`src/xcom_params.svh`:
```
/*
 * Link timing and frame size for the board communication block.
 * Included by the packages and by the link modules.
 */
`ifndef XCOM_PARAMS_SVH
`define XCOM_PARAMS_SVH

// Clock cycles per link bit
`define XCOM_BIT_CYC 4

// Bits per frame: op, destination, source and data
`define XCOM_FRAME_BITS 44

// Idle cycles before a partial frame is dropped
`define XCOM_RX_TMO 64

`endif

```
`src/xcom_cmd_pkg.sv`:
```
/*
 * Command side types: opcodes issued on the peripheral port and the
 * command word latched by the command unit.
 */
`default_nettype none
`include "xcom_params.svh"

package xcom_cmd_pkg;

   localparam int XCOM_OP_W = 4;
   localparam int XCOM_ID_W = 4;
   // Data is what is left of a frame after op, destination and source
   localparam int XCOM_DT_W = `XCOM_FRAME_BITS - XCOM_OP_W - 2 * XCOM_ID_W;

   typedef enum logic [XCOM_OP_W-1:0] {
      OP_SET_ID     = 4'h1,
      OP_PROC_START = 4'h2,
      OP_PROC_STOP  = 4'h3,
      OP_TIME_RST   = 4'h4,
      OP_TIME_UPDT  = 4'h5,
      OP_CORE_START = 4'h6,
      OP_CORE_STOP  = 4'h7,
      OP_SEND_DT    = 4'h8
   } xcom_op_e;

   // Accepted command, destination 0 is broadcast
   typedef struct packed {
      xcom_op_e               op;
      logic [XCOM_ID_W-1:0]   dst;
      logic [XCOM_DT_W-1:0]   dt;
   } xcom_cmd_t;

endpackage

`default_nettype wire

```
`src/xcom_link_pkg.sv`:
```
/*
 * Link side types: the serial frame layout and the receiver states,
 * plus the counter types sized from the link timing.
 */
`default_nettype none
`include "xcom_params.svh"

package xcom_link_pkg;

   // Sent MSB first, so the opcode leads
   typedef struct packed {
      xcom_cmd_pkg::xcom_op_e                 op;
      logic [xcom_cmd_pkg::XCOM_ID_W-1:0]     dst;
      logic [xcom_cmd_pkg::XCOM_ID_W-1:0]     src;
      logic [xcom_cmd_pkg::XCOM_DT_W-1:0]     dt;
   } xcom_frame_t;

   typedef enum logic [1:0] {
      RX_IDLE,
      RX_SHIFT,
      RX_DONE
   } xcom_rx_state_e;

   typedef logic [$clog2(`XCOM_BIT_CYC)-1:0]    xcom_per_cnt_t;
   typedef logic [$clog2(`XCOM_FRAME_BITS)-1:0] xcom_bit_cnt_t;
   typedef logic [$clog2(`XCOM_RX_TMO)-1:0]     xcom_tmo_cnt_t;

endpackage

`default_nettype wire

```
`src/xcom.sv`:
```
/*
 * Board communication block, top level. Connects the command unit,
 * the link transmitter, one receiver per channel and the executor.
 */
`timescale 1ns/1ps
`default_nettype none

module xcom #(
   parameter int CH = 2
)(
   input  logic                     c_clk_i,
   input  logic                     rst_n_i,
   // Peripheral port
   input  logic                     qp_en_i,
   input  xcom_cmd_pkg::xcom_op_e   qp_op_i,
   input  logic [31:0]              qp_dt1_i,
   input  logic [31:0]              qp_dt2_i,
   output logic                     qp_rdy_o,
   output logic                     qp_vld_o,
   output logic                     qp_flag_o,
   output logic [31:0]              qp_dt1_o,
   output logic [31:0]              qp_dt2_o,
   // Control
   input  logic                     pulse_sync_i,
   output logic                     proc_start_o,
   output logic                     proc_stop_o,
   output logic                     time_rst_o,
   output logic                     time_updt_o,
   output logic [31:0]              time_updt_dt_o,
   output logic                     core_start_o,
   output logic                     core_stop_o,
   output logic [3:0]               xcom_id_o,
   // Link lines
   input  logic [CH-1:0]            xcom_ck_i,
   input  logic [CH-1:0]            xcom_dt_i,
   output logic                     xcom_ck_o,
   output logic                     xcom_dt_o
);
   import xcom_link_pkg::*;

   xcom_frame_t     tx_frame;
   logic            tx_req;
   logic            tx_busy;
   logic            cmd_acc;
   logic [CH-1:0]   rx_vld;
   xcom_frame_t     rx_frame [CH];

   //////////////////////////////////////////////////////////////////////
   // Command and transmit path
   xcom_cmd cmd_inst (
      .c_clk_i    ( c_clk_i   ),
      .rst_n_i    ( rst_n_i   ),
      .qp_en_i    ( qp_en_i   ),
      .qp_op_i    ( qp_op_i   ),
      .qp_dt1_i   ( qp_dt1_i  ),
      .qp_dt2_i   ( qp_dt2_i  ),
      .tx_busy_i  ( tx_busy   ),
      .qp_rdy_o   ( qp_rdy_o  ),
      .tx_req_o   ( tx_req    ),
      .tx_frame_o ( tx_frame  ),
      .board_id_o ( xcom_id_o ),
      .cmd_acc_o  ( cmd_acc   )
   );

   xcom_tx tx_inst (
      .c_clk_i    ( c_clk_i   ),
      .rst_n_i    ( rst_n_i   ),
      .tx_req_i   ( tx_req    ),
      .tx_frame_i ( tx_frame  ),
      .tx_busy_o  ( tx_busy   ),
      .tx_ck_o    ( xcom_ck_o ),
      .tx_dt_o    ( xcom_dt_o )
   );

   //////////////////////////////////////////////////////////////////////
   // Receive path
   for (genvar i = 0; i < CH; i++) begin : g_rx
      xcom_rx rx_inst (
         .c_clk_i    ( c_clk_i      ),
         .rst_n_i    ( rst_n_i      ),
         .rx_ck_i    ( xcom_ck_i[i] ),
         .rx_dt_i    ( xcom_dt_i[i] ),
         .rx_vld_o   ( rx_vld[i]    ),
         .rx_frame_o ( rx_frame[i]  )
      );
   end

   xcom_exec #(
      .CH ( CH )
   ) exec_inst (
      .c_clk_i        ( c_clk_i        ),
      .rst_n_i        ( rst_n_i        ),
      .rx_vld_i       ( rx_vld         ),
      .rx_frame_i     ( rx_frame       ),
      .board_id_i     ( xcom_id_o      ),
      .cmd_acc_i      ( cmd_acc        ),
      .pulse_sync_i   ( pulse_sync_i   ),
      .proc_start_o   ( proc_start_o   ),
      .proc_stop_o    ( proc_stop_o    ),
      .time_rst_o     ( time_rst_o     ),
      .time_updt_o    ( time_updt_o    ),
      .time_updt_dt_o ( time_updt_dt_o ),
      .core_start_o   ( core_start_o   ),
      .core_stop_o    ( core_stop_o    ),
      .qp_vld_o       ( qp_vld_o       ),
      .qp_flag_o      ( qp_flag_o      ),
      .qp_dt1_o       ( qp_dt1_o       ),
      .qp_dt2_o       ( qp_dt2_o       )
   );

endmodule

`default_nettype wire

```
`src/xcom_cmd.sv`:
```
/*
 * Command unit. Accepts peripheral port commands, sets the board id
 * locally and hands every other opcode to the transmitter as a frame.
 */
`timescale 1ns/1ps
`default_nettype none

module xcom_cmd (
   input  logic                         c_clk_i,
   input  logic                         rst_n_i,
   input  logic                         qp_en_i,
   input  xcom_cmd_pkg::xcom_op_e       qp_op_i,
   input  logic [31:0]                  qp_dt1_i,
   input  logic [31:0]                  qp_dt2_i,
   input  logic                         tx_busy_i,
   output logic                         qp_rdy_o,
   output logic                         tx_req_o,
   output xcom_link_pkg::xcom_frame_t   tx_frame_o,
   output logic [3:0]                   board_id_o,
   output logic                         cmd_acc_o
);
   import xcom_cmd_pkg::*;

   typedef enum logic [1:0] {
      CMD_IDLE,
      CMD_SEND,
      CMD_WAIT
   } cmd_state_e;

   cmd_state_e   state_q;
   xcom_cmd_t    cmd_q;
   logic [3:0]   board_id_q;

   assign qp_rdy_o   = (state_q == CMD_IDLE);
   assign cmd_acc_o  = qp_en_i & qp_rdy_o;
   assign tx_req_o   = (state_q == CMD_SEND) && (cmd_q.op != OP_SET_ID);
   assign board_id_o = board_id_q;

   // Source field is always this board
   assign tx_frame_o = '{op: cmd_q.op, dst: cmd_q.dst, src: board_id_q, dt: cmd_q.dt};

   //////////////////////////////////////////////////////////////////////
   // Command latch
   always_ff @(posedge c_clk_i) begin
      if (cmd_acc_o) begin
         cmd_q.op  <= qp_op_i;
         cmd_q.dst <= qp_dt2_i[3:0];
         cmd_q.dt  <= qp_dt1_i;
      end
   end

   //////////////////////////////////////////////////////////////////////
   // Idle, send one request, wait for the frame to leave
   always_ff @(posedge c_clk_i or negedge rst_n_i) begin
      if (!rst_n_i) begin
         state_q    <= CMD_IDLE;
         board_id_q <= '0;
      end else begin
         case (state_q)
            CMD_IDLE: if (cmd_acc_o) state_q <= CMD_SEND;
            CMD_SEND: begin
               if (cmd_q.op == OP_SET_ID) begin
                  board_id_q <= cmd_q.dt[3:0];
                  state_q    <= CMD_IDLE;
               end else begin
                  state_q <= CMD_WAIT;
               end
            end
            CMD_WAIT: if (!tx_busy_i) state_q <= CMD_IDLE;
            default:  state_q <= CMD_IDLE;
         endcase
      end
   end

   // A new frame is only requested once the transmitter is free
   a_req_not_busy: assert property (@(posedge c_clk_i) disable iff (!rst_n_i)
      $rose(tx_req_o) |-> !tx_busy_i);

endmodule

`default_nettype wire

```
`src/xcom_exec.sv`:
```
/*
 * Frame executor. Picks one received frame per cycle, lowest channel
 * first, drops frames for other boards and turns the rest into control
 * pulses or a data word returned on the peripheral port.
 */
`timescale 1ns/1ps
`default_nettype none

module xcom_exec #(
   parameter int CH = 2
)(
   input  logic                         c_clk_i,
   input  logic                         rst_n_i,
   input  logic [CH-1:0]                rx_vld_i,
   input  xcom_link_pkg::xcom_frame_t   rx_frame_i [CH],
   input  logic [3:0]                   board_id_i,
   input  logic                         cmd_acc_i,
   input  logic                         pulse_sync_i,
   output logic                         proc_start_o,
   output logic                         proc_stop_o,
   output logic                         time_rst_o,
   output logic                         time_updt_o,
   output logic [31:0]                  time_updt_dt_o,
   output logic                         core_start_o,
   output logic                         core_stop_o,
   output logic                         qp_vld_o,
   output logic                         qp_flag_o,
   output logic [31:0]                  qp_dt1_o,
   output logic [31:0]                  qp_dt2_o
);
   import xcom_cmd_pkg::*;
   import xcom_link_pkg::*;

   localparam int CH_W = (CH > 1) ? $clog2(CH) : 1;

   logic [CH-1:0]     pend_q;
   xcom_frame_t       pend_frame_q [CH];
   logic [CH-1:0]     cand;
   xcom_frame_t       cand_frame [CH];
   logic              sel_vld;
   logic [CH_W-1:0]   sel_ch;
   xcom_frame_t       sel_frame;
   logic              hit;
   logic              proc_arm_q;

   //////////////////////////////////////////////////////////////////////
   // Channel select, a held frame goes before a new one
   always_comb begin
      sel_vld = 1'b0;
      sel_ch  = '0;
      for (int c = CH - 1; c >= 0; c--) begin
         cand[c]       = pend_q[c] | rx_vld_i[c];
         cand_frame[c] = pend_q[c] ? pend_frame_q[c] : rx_frame_i[c];
         if (cand[c]) begin
            sel_vld = 1'b1;
            sel_ch  = CH_W'(c);
         end
      end
   end

   assign sel_frame = cand_frame[sel_ch];
   assign hit = sel_vld && (sel_frame.dst == 4'd0 || sel_frame.dst == board_id_i);

   always_ff @(posedge c_clk_i or negedge rst_n_i) begin
      if (!rst_n_i) begin
         pend_q <= '0;
      end else begin
         for (int c = 0; c < CH; c++) begin
            pend_q[c] <= cand[c] && !(sel_vld && sel_ch == CH_W'(c));
         end
      end
   end

   //////////////////////////////////////////////////////////////////////
   // Control pulses and flag
   always_ff @(posedge c_clk_i or negedge rst_n_i) begin
      if (!rst_n_i) begin
         proc_arm_q   <= 1'b0;
         proc_start_o <= 1'b0;
         proc_stop_o  <= 1'b0;
         time_rst_o   <= 1'b0;
         time_updt_o  <= 1'b0;
         core_start_o <= 1'b0;
         core_stop_o  <= 1'b0;
         qp_vld_o     <= 1'b0;
         qp_flag_o    <= 1'b0;
      end else begin
         // Program start waits for the sync pulse
         if (hit && sel_frame.op == OP_PROC_START) proc_arm_q <= 1'b1;
         else if (pulse_sync_i) proc_arm_q <= 1'b0;
         proc_start_o <= proc_arm_q & pulse_sync_i;
         proc_stop_o  <= hit && (sel_frame.op == OP_PROC_STOP);
         time_rst_o   <= hit && (sel_frame.op == OP_TIME_RST);
         time_updt_o  <= hit && (sel_frame.op == OP_TIME_UPDT);
         core_start_o <= hit && (sel_frame.op == OP_CORE_START);
         core_stop_o  <= hit && (sel_frame.op == OP_CORE_STOP);
         qp_vld_o     <= hit && (sel_frame.op == OP_SEND_DT);
         if (hit && sel_frame.op == OP_SEND_DT) qp_flag_o <= 1'b1;
         else if (cmd_acc_i) qp_flag_o <= 1'b0;
      end
   end

   // Held frames and returned words
   always_ff @(posedge c_clk_i) begin
      for (int c = 0; c < CH; c++) begin
         if (rx_vld_i[c]) pend_frame_q[c] <= rx_frame_i[c];
      end
      if (hit && sel_frame.op == OP_TIME_UPDT) time_updt_dt_o <= sel_frame.dt;
      if (hit && sel_frame.op == OP_SEND_DT) begin
         qp_dt1_o <= sel_frame.dt;
         // Channel above the source id
         qp_dt2_o <= 32'({sel_ch, sel_frame.src});
      end
   end

endmodule

`default_nettype wire

```
`src/xcom_rx.sv`:
```
/*
 * Link receiver for one channel. Synchronizes the clock and data lines,
 * takes a bit on every clock toggle and flags a full frame for a cycle.
 * A frame that stalls for the timeout is dropped.
 */
`timescale 1ns/1ps
`default_nettype none
`include "xcom_params.svh"

module xcom_rx (
   input  logic                         c_clk_i,
   input  logic                         rst_n_i,
   input  logic                         rx_ck_i,
   input  logic                         rx_dt_i,
   output logic                         rx_vld_o,
   output xcom_link_pkg::xcom_frame_t   rx_frame_o
);
   import xcom_link_pkg::*;

   localparam xcom_bit_cnt_t BIT_LAST = xcom_bit_cnt_t'(`XCOM_FRAME_BITS - 1);
   localparam xcom_tmo_cnt_t TMO_LAST = xcom_tmo_cnt_t'(`XCOM_RX_TMO - 1);

   logic [2:0]                   ck_sync_q;
   logic [1:0]                   dt_sync_q;
   logic                         ck_edge;
   xcom_rx_state_e               state_q;
   xcom_bit_cnt_t                bit_cnt_q;
   xcom_tmo_cnt_t                tmo_q;
   logic [`XCOM_FRAME_BITS-1:0]  shift_q;

   //////////////////////////////////////////////////////////////////////
   // Two flop synchronizers, third clock flop for the toggle
   always_ff @(posedge c_clk_i or negedge rst_n_i) begin
      if (!rst_n_i) begin
         ck_sync_q <= '0;
         dt_sync_q <= '0;
      end else begin
         ck_sync_q <= {ck_sync_q[1:0], rx_ck_i};
         dt_sync_q <= {dt_sync_q[0], rx_dt_i};
      end
   end

   // Either direction of the line clock is a bit
   assign ck_edge = ck_sync_q[2] ^ ck_sync_q[1];

   always_ff @(posedge c_clk_i) begin
      if (ck_edge) shift_q <= {shift_q[`XCOM_FRAME_BITS-2:0], dt_sync_q[1]};
   end

   //////////////////////////////////////////////////////////////////////
   // Frame FSM
   always_ff @(posedge c_clk_i or negedge rst_n_i) begin
      if (!rst_n_i) begin
         state_q   <= RX_IDLE;
         bit_cnt_q <= '0;
         tmo_q     <= '0;
      end else begin
         case (state_q)
            // A frame may start right after the previous one
            RX_IDLE, RX_DONE: begin
               state_q   <= RX_IDLE;
               bit_cnt_q <= '0;
               tmo_q     <= '0;
               if (ck_edge) begin
                  state_q   <= RX_SHIFT;
                  bit_cnt_q <= xcom_bit_cnt_t'(1);
               end
            end
            RX_SHIFT: begin
               if (ck_edge) begin
                  tmo_q     <= '0;
                  bit_cnt_q <= bit_cnt_q + 1'b1;
                  if (bit_cnt_q == BIT_LAST) state_q <= RX_DONE;
               end else if (tmo_q == TMO_LAST) begin
                  state_q <= RX_IDLE;
               end else begin
                  tmo_q <= tmo_q + 1'b1;
               end
            end
            default: state_q <= RX_IDLE;
         endcase
      end
   end

   assign rx_vld_o   = (state_q == RX_DONE);
   assign rx_frame_o = shift_q;

   a_vld_single: assert property (@(posedge c_clk_i) disable iff (!rst_n_i)
      rx_vld_o |=> !rx_vld_o);

endmodule

`default_nettype wire

```
`src/xcom_tx.sv`:
```
/*
 * Link transmitter. Shifts a frame out MSB first: each bit is put on
 * the data line, then the clock line toggles half a bit period later.
 */
`timescale 1ns/1ps
`default_nettype none
`include "xcom_params.svh"

module xcom_tx (
   input  logic                         c_clk_i,
   input  logic                         rst_n_i,
   input  logic                         tx_req_i,
   input  xcom_link_pkg::xcom_frame_t   tx_frame_i,
   output logic                         tx_busy_o,
   output logic                         tx_ck_o,
   output logic                         tx_dt_o
);
   import xcom_link_pkg::*;

   localparam xcom_per_cnt_t PER_HALF = xcom_per_cnt_t'(`XCOM_BIT_CYC / 2);
   localparam xcom_per_cnt_t PER_LAST = xcom_per_cnt_t'(`XCOM_BIT_CYC - 1);
   localparam xcom_bit_cnt_t BIT_LAST = xcom_bit_cnt_t'(`XCOM_FRAME_BITS - 1);

   logic                         busy_q;
   xcom_per_cnt_t                per_cnt_q;
   xcom_bit_cnt_t                bit_cnt_q;
   logic [`XCOM_FRAME_BITS-1:0]  shift_q;

   assign tx_busy_o = busy_q;

   //////////////////////////////////////////////////////////////////////
   // Bit timing and line outputs
   always_ff @(posedge c_clk_i or negedge rst_n_i) begin
      if (!rst_n_i) begin
         busy_q    <= 1'b0;
         per_cnt_q <= '0;
         bit_cnt_q <= '0;
         tx_ck_o   <= 1'b0;
         tx_dt_o   <= 1'b0;
      end else if (!busy_q) begin
         per_cnt_q <= '0;
         bit_cnt_q <= '0;
         tx_dt_o   <= 1'b0;
         if (tx_req_i) busy_q <= 1'b1;
      end else begin
         per_cnt_q <= per_cnt_q + 1'b1;
         // Data first, clock edge mid-bit
         if (per_cnt_q == '0) tx_dt_o <= shift_q[`XCOM_FRAME_BITS-1];
         if (per_cnt_q == PER_HALF) tx_ck_o <= ~tx_ck_o;
         if (per_cnt_q == PER_LAST) begin
            per_cnt_q <= '0;
            bit_cnt_q <= bit_cnt_q + 1'b1;
            if (bit_cnt_q == BIT_LAST) busy_q <= 1'b0;
         end
      end
   end

   // Frame shifter
   always_ff @(posedge c_clk_i) begin
      if (!busy_q && tx_req_i) begin
         shift_q <= tx_frame_i;
      end else if (busy_q && per_cnt_q == PER_LAST) begin
         shift_q <= {shift_q[`XCOM_FRAME_BITS-2:0], 1'b0};
      end
   end

   // Line clock is quiet between frames
   a_ck_in_frame: assert property (@(posedge c_clk_i) disable iff (!rst_n_i)
      $changed(tx_ck_o) |-> $past(busy_q));

endmodule

`default_nettype wire

```
`config.mk`:
```
export PLATFORM = sky130hd
export DESIGN_NAME = xcom
export DESIGN_NICKNAME = d
export VERILOG_FILES = /design/src/xcom_cmd_pkg.sv /design/src/xcom_link_pkg.sv /design/src/xcom.sv /design/src/xcom_cmd.sv /design/src/xcom_exec.sv /design/src/xcom_rx.sv /design/src/xcom_tx.sv
export VERILOG_INCLUDE_DIRS = /design/src /design/src/src
export SDC_FILE = /design/constraint.sdc
export NUM_CORES = 1
export LEC_CHECK = 0
export BUFFER_PORTS_ARGS = -buffer_cell sky130_fd_sc_hd__buf_2
export CORE_UTILIZATION = 45
export CTS_CLUSTER_SIZE = 28
export DETAILED_ROUTE_END_ITERATION = 10
export SYNTH_ARGS = -nofsm -noshare
export SYNTH_HDL_FRONTEND = slang
export SYNTH_SLANG_ARGS = --single-unit
```
`constraint.sdc`:
```
create_clock -name c_clk_i -period 6.9 [get_ports c_clk_i]
set_clock_uncertainty 0.1 [all_clocks]
set_input_delay 0.69 -clock c_clk_i [delete_from_list [all_inputs] [get_ports c_clk_i]]
set_output_delay 0.69 -clock c_clk_i [all_outputs]
set_load 0.01 [all_outputs]
```
==> impl_metrics.tcl, run 1 <==
set metrics [dict create \
    crit_cells 7 \
    min_period_over_period_pct 60.3 \
    die_w_um 185 \
    synth-adder-area-share_pct 0.663 \
    holdBufCountCts 0 \
    syn_to_final_growth_pct 16.1 \
    synthTopCellsByCount "329 x edfxtp_1, 66 x dfrtp_1, 53 x mux2i_1" \
    yosysMostFrequentCell "edfxtp_1" \
    yosys.area_share.simple_pct 6.18 \
    yosysSeqAreaShare_pct 76.4 \
    cts_buffer_depth 3 \
    peakVddDrop_mv 0.248 \
    post_cts_buffers 0 \
    yosys.area.top_type "edfxtp_1" \
    clock-sinks 395 \
    rows 66 \
    crit_fanout 53 \
    critPathRequiredTime_ns 6.97 \
    netlist_area_um2 15100 \
    post-route-min-period_ns 4.16 \
    synth_top_flop_cell "edfxtp_1" \
    critical_path_class "reg2reg" \
    core-area_um2 32800 \
    pin_count 187 \
    critPathSlowestCell "a211o_2" \
    slew_headroom_pct 23.7 \
    path_cells "nor2b_4 > buf_4 > a211o_2 > buf_4 > o21ai_0 > nor4_2 > buf_4" \
    fmax_mhz 240 \
    crit_family "buffers and inverters" \
    synthXorXnorAreaFrac_pct 1.31 \
    tightest_slew_ns 1.14 \
    crit_arrival_ns 4.23 \
    syn_inst 901 \
    fin_ws_ns 2.74 \
    grt_pass1_vias 7393 \
    grt_usage_pct 14.7 \
    start_kind "flip-flop" \
    r2r_cells 7 \
    drc 0 \
    min-delay-path-class "in2reg" \
    drt-initial-drc-count 404 \
    synth_compound_area_share_pct 5.35 \
    critPathMaxStageDelay_ns 0.62 \
    rsz0062_at_grt "no" \
    final_cells 1522 \
    powerDensity_nw_per_um2 335 \
    cts_max_level 2 \
    yosys-top-cells-area "edfxtp_1 65%, dfrtp_1 11%, mux2_2 3.7%" \
    tritoncts "done" \
    firstDrtPassIters 4 \
    synth_top_area_share_pct 65.5 \
    drtAntennaViolNets 0 \
    root_buffer "clkbuf_16" \
    grt_remaining_overflow 0 \
    grt_start_max_net_pins 86 \
    io_buffers 131 \
    synth-edff-count 329 \
    leakagePower_nw 6.43 \
    totalWireLength_um 24500 \
    timing.hold.ws_ns 0.163 \
    status "finished, final reports clean" \
    gp_congestion 0.779 \
    finalMaxSlewViolations 0 \
    initial_core_util_pct 46.0 \
    clk_pin_slew_ns 0.06 \
    dpl.hpwl_um 13800 \
    setup_viol 0 \
    place_inst 1442 \
    seq_area_um2 11500 \
    fill_cells 2672 \
    avgSynthCellArea_um2 16.8 \
    pre_cts_ws_ns 2.68 \
    synth_mux_area_share_pct 7.17 \
    routedWlPerCell_um 16.1 \
    cts_inserted_buffers 42 \
    ctsResizeCount 0 \
    antenna_found_initial 2 \
    fin_util_pct 53.4 \
    hold_violations 0 \
    path_common_cell "buf_4" \
    finalPower_mw 5.88 \
    tns_ns 0 \
    multi_input_area_um2 3250 \
    via_count 7595 \
    dieArea_um2 34300 \
    dieHeight_um 185 \
    async_flop_share_pct 16.7 \
    synth_top_family_by_area "multiplexers" \
    drive_gt1_share_pct 25.6 \
    synth_cell_types 48 \
    path_buf_inv 3 \
    clk_latency_ns 0.53 \
    via_per_inst 4.99 \
    grt_pass1_wl_um 39500 \
    dpl_cell_area_um2 16100 \
    hold_depth 1 \
    end_kind "flip-flop" \
    final_area_um2 17500 \
    ys_warn_count 0 \
    drv_cap 0 \
    finalNetCount 1128 \
    ys_ff_latch 395 \
]
-- cell families (layout without fill, tap and decap cells) --
family          Yosys count  count (layout)
other cells               1              30
xor+xnor                 20              20
fa+ha+maj                 8               8
compound gates          128             128
simple gates            170             170
buf+inv                  77             227
mux                     102             102
flops                   395             395
-- path summary, 6_finish.rpt --
| check | startpoint | endpoint | slack, ns |
|---|---|---|---|
| setup / recovery | g_rx[0].rx_inst.state_q[0]$_DFFE_PN0P_ | exec_inst.time_updt_dt_o[0]$_DFFE_PP_ | 2.74 |
| setup reg to reg | g_rx[0].rx_inst.state_q[0]$_DFFE_PN0P_ | exec_inst.time_updt_dt_o[0]$_DFFE_PP_ | 2.74 |
| hold reg to reg | g_rx[1].rx_inst.dt_sync_q[0]$_DFF_PN0_ | g_rx[1].rx_inst.dt_sync_q[1]$_DFF_PN0_ | 0.24 |
| min in group asynchronous | rst_n_i | g_rx[0].rx_inst.ck_sync_q[0]$_DFF_PN0_ | 0.25 |
| max in group asynchronous | rst_n_i | exec_inst.pend_q[0]$_DFF_PN0_ | 5.84 |
| hold / removal | xcom_ck_i[1] | g_rx[1].rx_inst.ck_sync_q[0]$_DFF_PN0_ | 0.16 |
-- routing by layer --
layer  vias to the layer above  global-route usage [%]  wire, µm
met5                         -                       0         0
met4                         0                    4.26       494
met3                        41                    3.32      1350
met2                       189                    22.4     10900
met1                      3707                    21.0     11700
li1                       3658                       -         -
-- report_power, final --
group          leakage, nW  switching (mW)  internal [mW]  total (mW)
clock network        0.682           0.945           1.35        2.29
logic                 1.84           0.278          0.222       0.501
registers             3.91           0.153           2.93        3.09
total                 6.43            1.38           4.50        5.88
-- layout make-up --
class | instances | area share, %
Sequential cell | 395 | 65.8
Multi-Input combinational cell | 456 | 18.5
Clock buffer | 52 | 6.50
Timing Repair Buffer | 138 | 4.04
Tap cell | 442 | 3.16
Clock inverter | 26 | 1.69
Inverter | 11 | 0.243
Antenna cell | 2 | 0.0286
-- sequential cells by signal (all words and copies together) (netlist names), 4 cells and up --
name                      cells
g_rx.rx_inst.rx_frame_o      88
g_rx.rx_inst.state_q          4
cmd_inst.tx_frame_o          40
g_rx.rx_inst.dt_sync_q        4
cmd_inst.board_id_o           4
tx_inst.shift_q              44
g_rx.rx_inst.ck_sync_q        6
exec_inst.time_updt_dt_o     32
exec_inst.qp_dt2_o            5
g_rx.rx_inst.tmo_q           12
exec_inst.qp_dt1_o           32
g_rx.rx_inst.bit_cnt_q       12
exec_inst.pend_frame_q       88
tx_inst.bit_cnt_q             6
-- placed cells by master (no fill, tap or decap), types with 8 or more instances in the layout --
| cell type | n |
|---|---|
| o21ai_0 | 28 |
| conb_1 | 28 |
| mux2_2 | 49 |
| buf_2 | 131 |
| mux2i_1 | 53 |
| xnor2_1 | 14 |
| nand2_1 | 36 |
| dfrtp_1 | 64 |
| nand3_1 | 9 |
| clkbuf_16 | 42 |
| nor2b_1 | 43 |
| nor2_1 | 21 |
| edfxtp_1 | 329 |
| a21oi_1 | 40 |
| nand4_1 | 9 |
| and2_1 | 13 |
| a211oi_1 | 37 |
| ha_1 | 8 |
-- worst reg2reg max path, delay by kind of cell, from the launching register on --
family	cells	cell delay [ns]
and+or+nand+nor	2	0.48
DFF	1	0.56
AOI/OAI and AO/OA	2	0.99
buffers and inverters	3	1.66
No activity file was read; power rests on OpenSTA's default activity.
==> run 2: changes to the inputs <==
==> constraint.sdc (replaced) <==
create_clock -name c_clk_i -period 4 [get_ports c_clk_i]
set_clock_uncertainty 0.1 [all_clocks]
set_input_delay 0.4 -clock c_clk_i [delete_from_list [all_inputs] [get_ports c_clk_i]]
set_output_delay 0.4 -clock c_clk_i [all_outputs]
set_load 0.01 [all_outputs]
==> run 2 against run 1 <==
Count of clock-buffer cells in the layout up 3. Non-clock buffer count rose by 54. Via count grew 1.6%. Global-route usage increased by 0.15 points. Critical endpoint is now exec_inst.time_updt_dt_o[16]$_DFFE_PP_. Worst hold slack better by 0.083 ns. Power increased by 70%. Largest cell class unchanged. Sequential share of layout area is 1.6 points lower. Maximum frequency rose by 33%. First-iteration DRC count shrank 3.0%.
==> impl_metrics.tcl, run 2 (synthesis results as in run 1) <==
set metrics [dict create \
    crit_arrival_ns 3.23 \
    io_buffers 131 \
    layout_common_cells "329 x edfxtp_1, 131 x buf_2, 64 x dfrtp_1, 53 x mux2i_1, 49 x mux2_2" \
    multi_input_area_um2 3250 \
    critPathRequiredTime_ns 4.10 \
    drtAntennaViolNets 0 \
    drv_cap 0 \
    tritoncts "done" \
    rsz0062_at_grt "no" \
    peakVddDrop_mv 0.419 \
    cts_inserted_buffers 42 \
    final_common_cell "edfxtp_1" \
    clock-sinks 395 \
    dieArea_um2 34300 \
    dpl.hpwl_um 14200 \
    min_period_over_period_pct 78.2 \
    finalMaxSlewViolations 0 \
    cts_max_level 2 \
    setup_viol 0 \
    via_count 7714 \
    critical_path_class "reg2reg" \
    core-area_um2 32800 \
    fill_cells 2659 \
    place_inst 1449 \
    slew_headroom_pct 29.6 \
    antenna_found_initial 0 \
    power_frac_comb_pct 9.0 \
    grt_pass1_vias 7590 \
    post-route-min-period_ns 3.13 \
    internal_power_mw 7.74 \
    via_per_inst 4.91 \
    clk_latency_ns 0.53 \
    grt_remaining_overflow 0 \
    insertedDiodeCount 0 \
    leakagePower_nw 6.64 \
    routedWlPerCell_um 15.8 \
    final_cells 1572 \
    dieHeight_um 185 \
    fmax_mhz 320 \
    initial_core_util_pct 46.0 \
    finalNetCount 1182 \
    pin_count 187 \
    drt-initial-drc-count 392 \
    firstDrtPassIters 4 \
    die_w_um 185 \
    p_switching_mw 2.28 \
    end_kind "flip-flop" \
    root_buffer "clkbuf_16" \
    min-delay-path-class "reg2reg" \
    seq_power_share_pct 53.2 \
    powerDensity_nw_per_um2 557 \
    syn_to_final_growth_pct 19.1 \
    drc 0 \
    totalWireLength_um 24900 \
    post_cts_buffers 0 \
    dpl_cell_area_um2 16100 \
    rows 66 \
    drive_gt1_share_pct 24.0 \
    clockPowerShare_pct 37.8 \
    grt_usage_pct 14.8 \
    gp_congestion 0.769 \
    start_kind "flip-flop" \
    crit_fanout 42 \
    tns_ns 0 \
    grt_start_max_net_pins 48 \
    clk_pin_slew_ns 0.06 \
    seq_area_um2 11500 \
    tightest_slew_ns 1.05 \
    grt_pass1_wl_um 39800 \
    hold_violations 0 \
    sw_frac_of_total_pct 22.8 \
    status "finished, final reports clean" \
    final_area_um2 18000 \
    cts_buffer_depth 3 \
]
## run 2: power by group through the flow
stage,registers [mW],logic (mW),clock network [mW]
after global placement,5.41,0.866,0
after CTS,5.34,0.920,3.90
after global routing,5.39,1.01,4.07
after floorplan,5.31,0.715,0
after detailed placement,5.41,0.884,0
final,5.33,0.904,3.79
## run 2: area by class of cell
class,count,area share [%]
Tap cell,442,3.08
Multi-Input combinational cell,456,18.1
Clock inverter,21,1.26
Timing Repair Buffer,192,6.85
Sequential cell,395,64.2
Inverter,11,0.237
Clock buffer,55,6.29
## run 2: timing repair
item	4_1_cts	5_1_grt
endpoints found under the hold margin	78	0
resized for setup	0	0
hold buffers	47	0
setup endpoints to repair	0	0
## run 2: final timing paths
| check | end | slack [ns] | cells past startpoint | from |
|---|---|---|---|---|
| min | g_rx[1].rx_inst.ck_sync_q[1]$_DFF_PN0_ | 0.25 | 0 | g_rx[1].rx_inst.ck_sync_q[0]$_DFF_PN0_ |
| max | exec_inst.time_updt_dt_o[16]$_DFFE_PP_ | 0.87 | 8 | g_rx[1].rx_inst.state_q[0]$_DFFE_PN0P_ |
| min in group asynchronous | g_rx[1].rx_inst.bit_cnt_q[3]$_DFFE_PN0P_ | 0.39 | 2 | rst_n_i |
| max reg2reg | exec_inst.time_updt_dt_o[16]$_DFFE_PP_ | 0.87 | 8 | g_rx[1].rx_inst.state_q[0]$_DFFE_PN0P_ |
| max in group asynchronous | exec_inst.pend_q[1]$_DFF_PN0_ | 2.65 | 3 | rst_n_i |
| min reg2reg | g_rx[1].rx_inst.ck_sync_q[1]$_DFF_PN0_ | 0.25 | 0 | g_rx[1].rx_inst.ck_sync_q[0]$_DFF_PN0_ |
## run 2: worst max-delay path, stage by stage (launching register included)
cell and delay (ns):
dfrtp_1 0.61, nand2b_4 0.23, a211o_2 0.21, buf_4 0.43
a211oi_1 0.09, a21oi_1 0.27, a41oi_4 0.12, nor4_4 0.36
buf_4 0.35
## run 2: per-stage QoR
step | power (mW) | hold WS [ns] | util (%) | setup WS [ns]
after global routing | 10.5 | 0.258 | 54.8 | 0.642
after floorplan | 6.02 | 0.00441 | - | 0.0826
after global placement | 6.27 | 0.234 | 49.2 | 0.859
after CTS | 10.2 | 0.248 | 54.8 | 0.817
after detailed placement | 6.29 | 0.235 | 49.2 | 0.842
final | 10.0 | 0.246 | 54.8 | 0.872
## run 2: layer usage
metal	global-route usage (%)	vias to the layer above	share of wire, %
met5	0	-	0
met4	4.56	0	1.8
met3	2.83	35	3.9
met2	22.9	178	44
met1	21.3	3750	50
li1	-	3751	-
==> run 3: changes to the inputs <==
--- a/config.mk
+++ b/config.mk
@@ -10,6 +10,7 @@
 export CORE_UTILIZATION = 45
 export CTS_CLUSTER_SIZE = 28
 export DETAILED_ROUTE_END_ITERATION = 10
+export PLACE_DENSITY = 0.67
 export SYNTH_ARGS = -nofsm -noshare
 export SYNTH_HDL_FRONTEND = slang
 export SYNTH_SLANG_ARGS = --single-unit
==> constraint.sdc (replaced) <==
create_clock -name c_clk_i -period 2.8 [get_ports c_clk_i]
set_clock_uncertainty 0.1 [all_clocks]
set_input_delay 0.28 -clock c_clk_i [delete_from_list [all_inputs] [get_ports c_clk_i]]
set_output_delay 0.28 -clock c_clk_i [all_outputs]
set_load 0.01 [all_outputs]
==> run 3 against run 2 <==
Routed wire length is 1.8% higher. Sequential share of layout area is 0.63 points lower. Worst hold slack worse by 0.0069 ns. Non-clock buffer count is 12 higher. Sequential power is 42% higher. Flip-flop and latch count stayed put. Count of clock-buffer cells in the layout is 7 lower. Final cell count is 0.57% higher. Die area stayed put. Via count is 1.9% higher. Clock power is 45% higher.
==> impl_metrics.tcl, run 3 (synthesis results as in run 1) <==
set metrics [dict create \
    dpl.hpwl_um 14700 \
    antenna_found_initial 0 \
    post-route-min-period_ns 2.67 \
    tritoncts "done" \
    status "finished, final reports clean" \
    leakagePower_nw 6.75 \
    dieArea_um2 34300 \
    ctsResizeCount 0 \
    critPathRequiredTime_ns 2.93 \
    final_common_cell "edfxtp_1" \
    tightest_slew_ns 0.699 \
    clock-sinks 395 \
    sw_frac_of_total_pct 22.3 \
    root_buffer "clkbuf_16" \
    finalNetCount 1193 \
    initial_core_util_pct 46.0 \
    power_frac_comb_pct 9.6 \
    fin_util_pct 55.4 \
    layout_common_cells "329 x edfxtp_1, 131 x buf_2, 64 x dfrtp_1, 53 x mux2i_1, 49 x mux2_2" \
    hold_violations 0 \
    grt_pass1_vias 7889 \
    end_kind "flip-flop" \
    pin_count 187 \
    drt-initial-drc-count 437 \
    crit_fanout 11 \
    setup_viol 0 \
    internal_power_mw 11.3 \
    insertedDiodeCount 0 \
    io_buffers 131 \
    min_period_over_period_pct 95.4 \
    drive_gt1_share_pct 25.0 \
    die_w_um 185 \
    powerDensity_nw_per_um2 798 \
    rsz0062_at_grt "no" \
    grt_start_max_net_pins 49 \
    crit_start "g_rx[1].rx_inst.state_q[0]$_DFFE_PN0P_" \
    reg2reg_to "exec_inst.qp_dt1_o[12]$_DFFE_PP_" \
    gp_congestion 0.745 \
    critical_path_class "reg2reg" \
    slew_headroom_pct 53.4 \
    seq_power_share_pct 52.4 \
    post_cts_buffers 0 \
    start_kind "flip-flop" \
    drv_cap 0 \
    grt_pass1_wl_um 40600 \
    reg2reg_from "g_rx[1].rx_inst.state_q[0]$_DFFE_PN0P_" \
    syn_to_final_growth_pct 20.3 \
    pre_cts_ws_ns 0.0659 \
    crit_arrival_ns 2.80 \
    regToRegSetupSlack_ns 0.13 \
    via_per_inst 4.97 \
    drtAntennaViolNets 0 \
    cp-endpoint "exec_inst.qp_dt1_o[12]$_DFFE_PP_" \
    dieHeight_um 185 \
    peakVddDrop_mv 0.628 \
    finalMaxSlewViolations 0 \
    clk_latency_ns 0.53 \
    via_count 7858 \
    p_switching_mw 3.24 \
    firstDrtPassIters 4 \
    totalWireLength_um 25300 \
    r2r_cells 8 \
    core-area_um2 32800 \
    cts_inserted_buffers 41 \
    drc 0 \
    min-delay-path-class "in2async" \
    rows 66 \
    clk_pin_slew_ns 0.06 \
    clockPowerShare_pct 38.0 \
    routedWlPerCell_um 16.0 \
    grt_remaining_overflow 0 \
    cts_max_level 2 \
    fin_ws_ns 0.128 \
    cts_buffer_depth 3 \
    grt_usage_pct 15.1 \
    fmax_mhz 374 \
]
[run 3: changes by cell type in the layout (fill, tap and decap cells not counted), moves of 2 or more]
cell        delta
buf_12         +5
buf_4          +7
bufinv_16      +2
clkinv_1       +3
clkinv_8       -2
clkinvlp_4     -2
clkbuf_1       -8
[run 3: how the worst min path moves through the flow]
stage / to / slack (ns)
5_1_grt: g_rx[1].rx_inst.dt_sync_q[1]$_DFF_PN0_ / 0.26
2_1_floorplan: cmd_inst.board_id_o[0]$_DFFE_PN0P_ / -0.12
6_report: cmd_inst.board_id_o[1]$_DFFE_PN0P_ / 0.24
3_5_place_dp: g_rx[1].rx_inst.dt_sync_q[1]$_DFF_PN0_ / 0.24
3_3_place_gp: cmd_inst.state_q[0]$_DFFE_PN0P_ / 0.24
4_1_cts: cmd_inst.board_id_o[1]$_DFFE_PN0P_ / 0.22
[run 3: metal layers]
metal | GRT usage [%] | up-vias | wire length, µm
met5 | 0 | - | 0
met4 | 4.83 | 0 | 593
met3 | 2.63 | 53 | 1050
met2 | 25.1 | 180 | 12100
met1 | 20.3 | 3849 | 11600
li1 | - | 3776 | -
[run 3: power by group through the flow]
stage | clock (mW) | combinational, mW | sequential [mW]
3_3_place_gp | 0 | 1.31 | 7.69
2_1_floorplan | 0 | 1.02 | 7.58
3_5_place_dp | 0 | 1.35 | 7.70
4_1_cts | 5.65 | 1.40 | 7.59
5_1_grt | 5.90 | 1.55 | 7.66
6_report | 5.51 | 1.39 | 7.59
[run 3: critical path, cell delays in order, from the launching register on]
cell and delay [ns]:
dfrtp_1 0.37, nand2b_4 0.15, a211o_2 0.44, clkinv_2 0.13, mux2i_1 0.28, xnor2_2 0.16
a41oi_4 0.20, nor2_4 0.29, buf_4 0.26
[run 3: cell type report]
type | count | area, µm²
fillers | 2578 | 14600
flip-flops and latches | 395 | 11500
well taps | 442 | 553
inverters | 11 | 42.5
repair buffers | 204 | 1380
clock buffers | 48 | 1110
multi-input cells | 456 | 3250
clock inverters | 25 | 268
[run 3: metrics by stage]
stage / TNS, ns / std cells / power (mW) / hold slack (ns) / cell area [µm²]
after floorplan: -66.60 / 928 / 8.60 / -0.116 / 15200
after global placement: 0 / 1461 / 9.00 / 0.238 / 16300
after detailed placement: 0 / 1461 / 9.05 / 0.236 / 16300
after CTS: 0 / 1581 / 14.6 / 0.221 / 18100
after global routing: 0 / 1581 / 15.1 / 0.260 / 18100
final: 0 / 1581 / 14.5 / 0.239 / 18100
[run 3: timing repair]
action                                  4_1_cts  5_1_grt
endpoints found under the setup margin        0        9
hold buffers                                 47        0
endpoints found under the hold margin        73        0
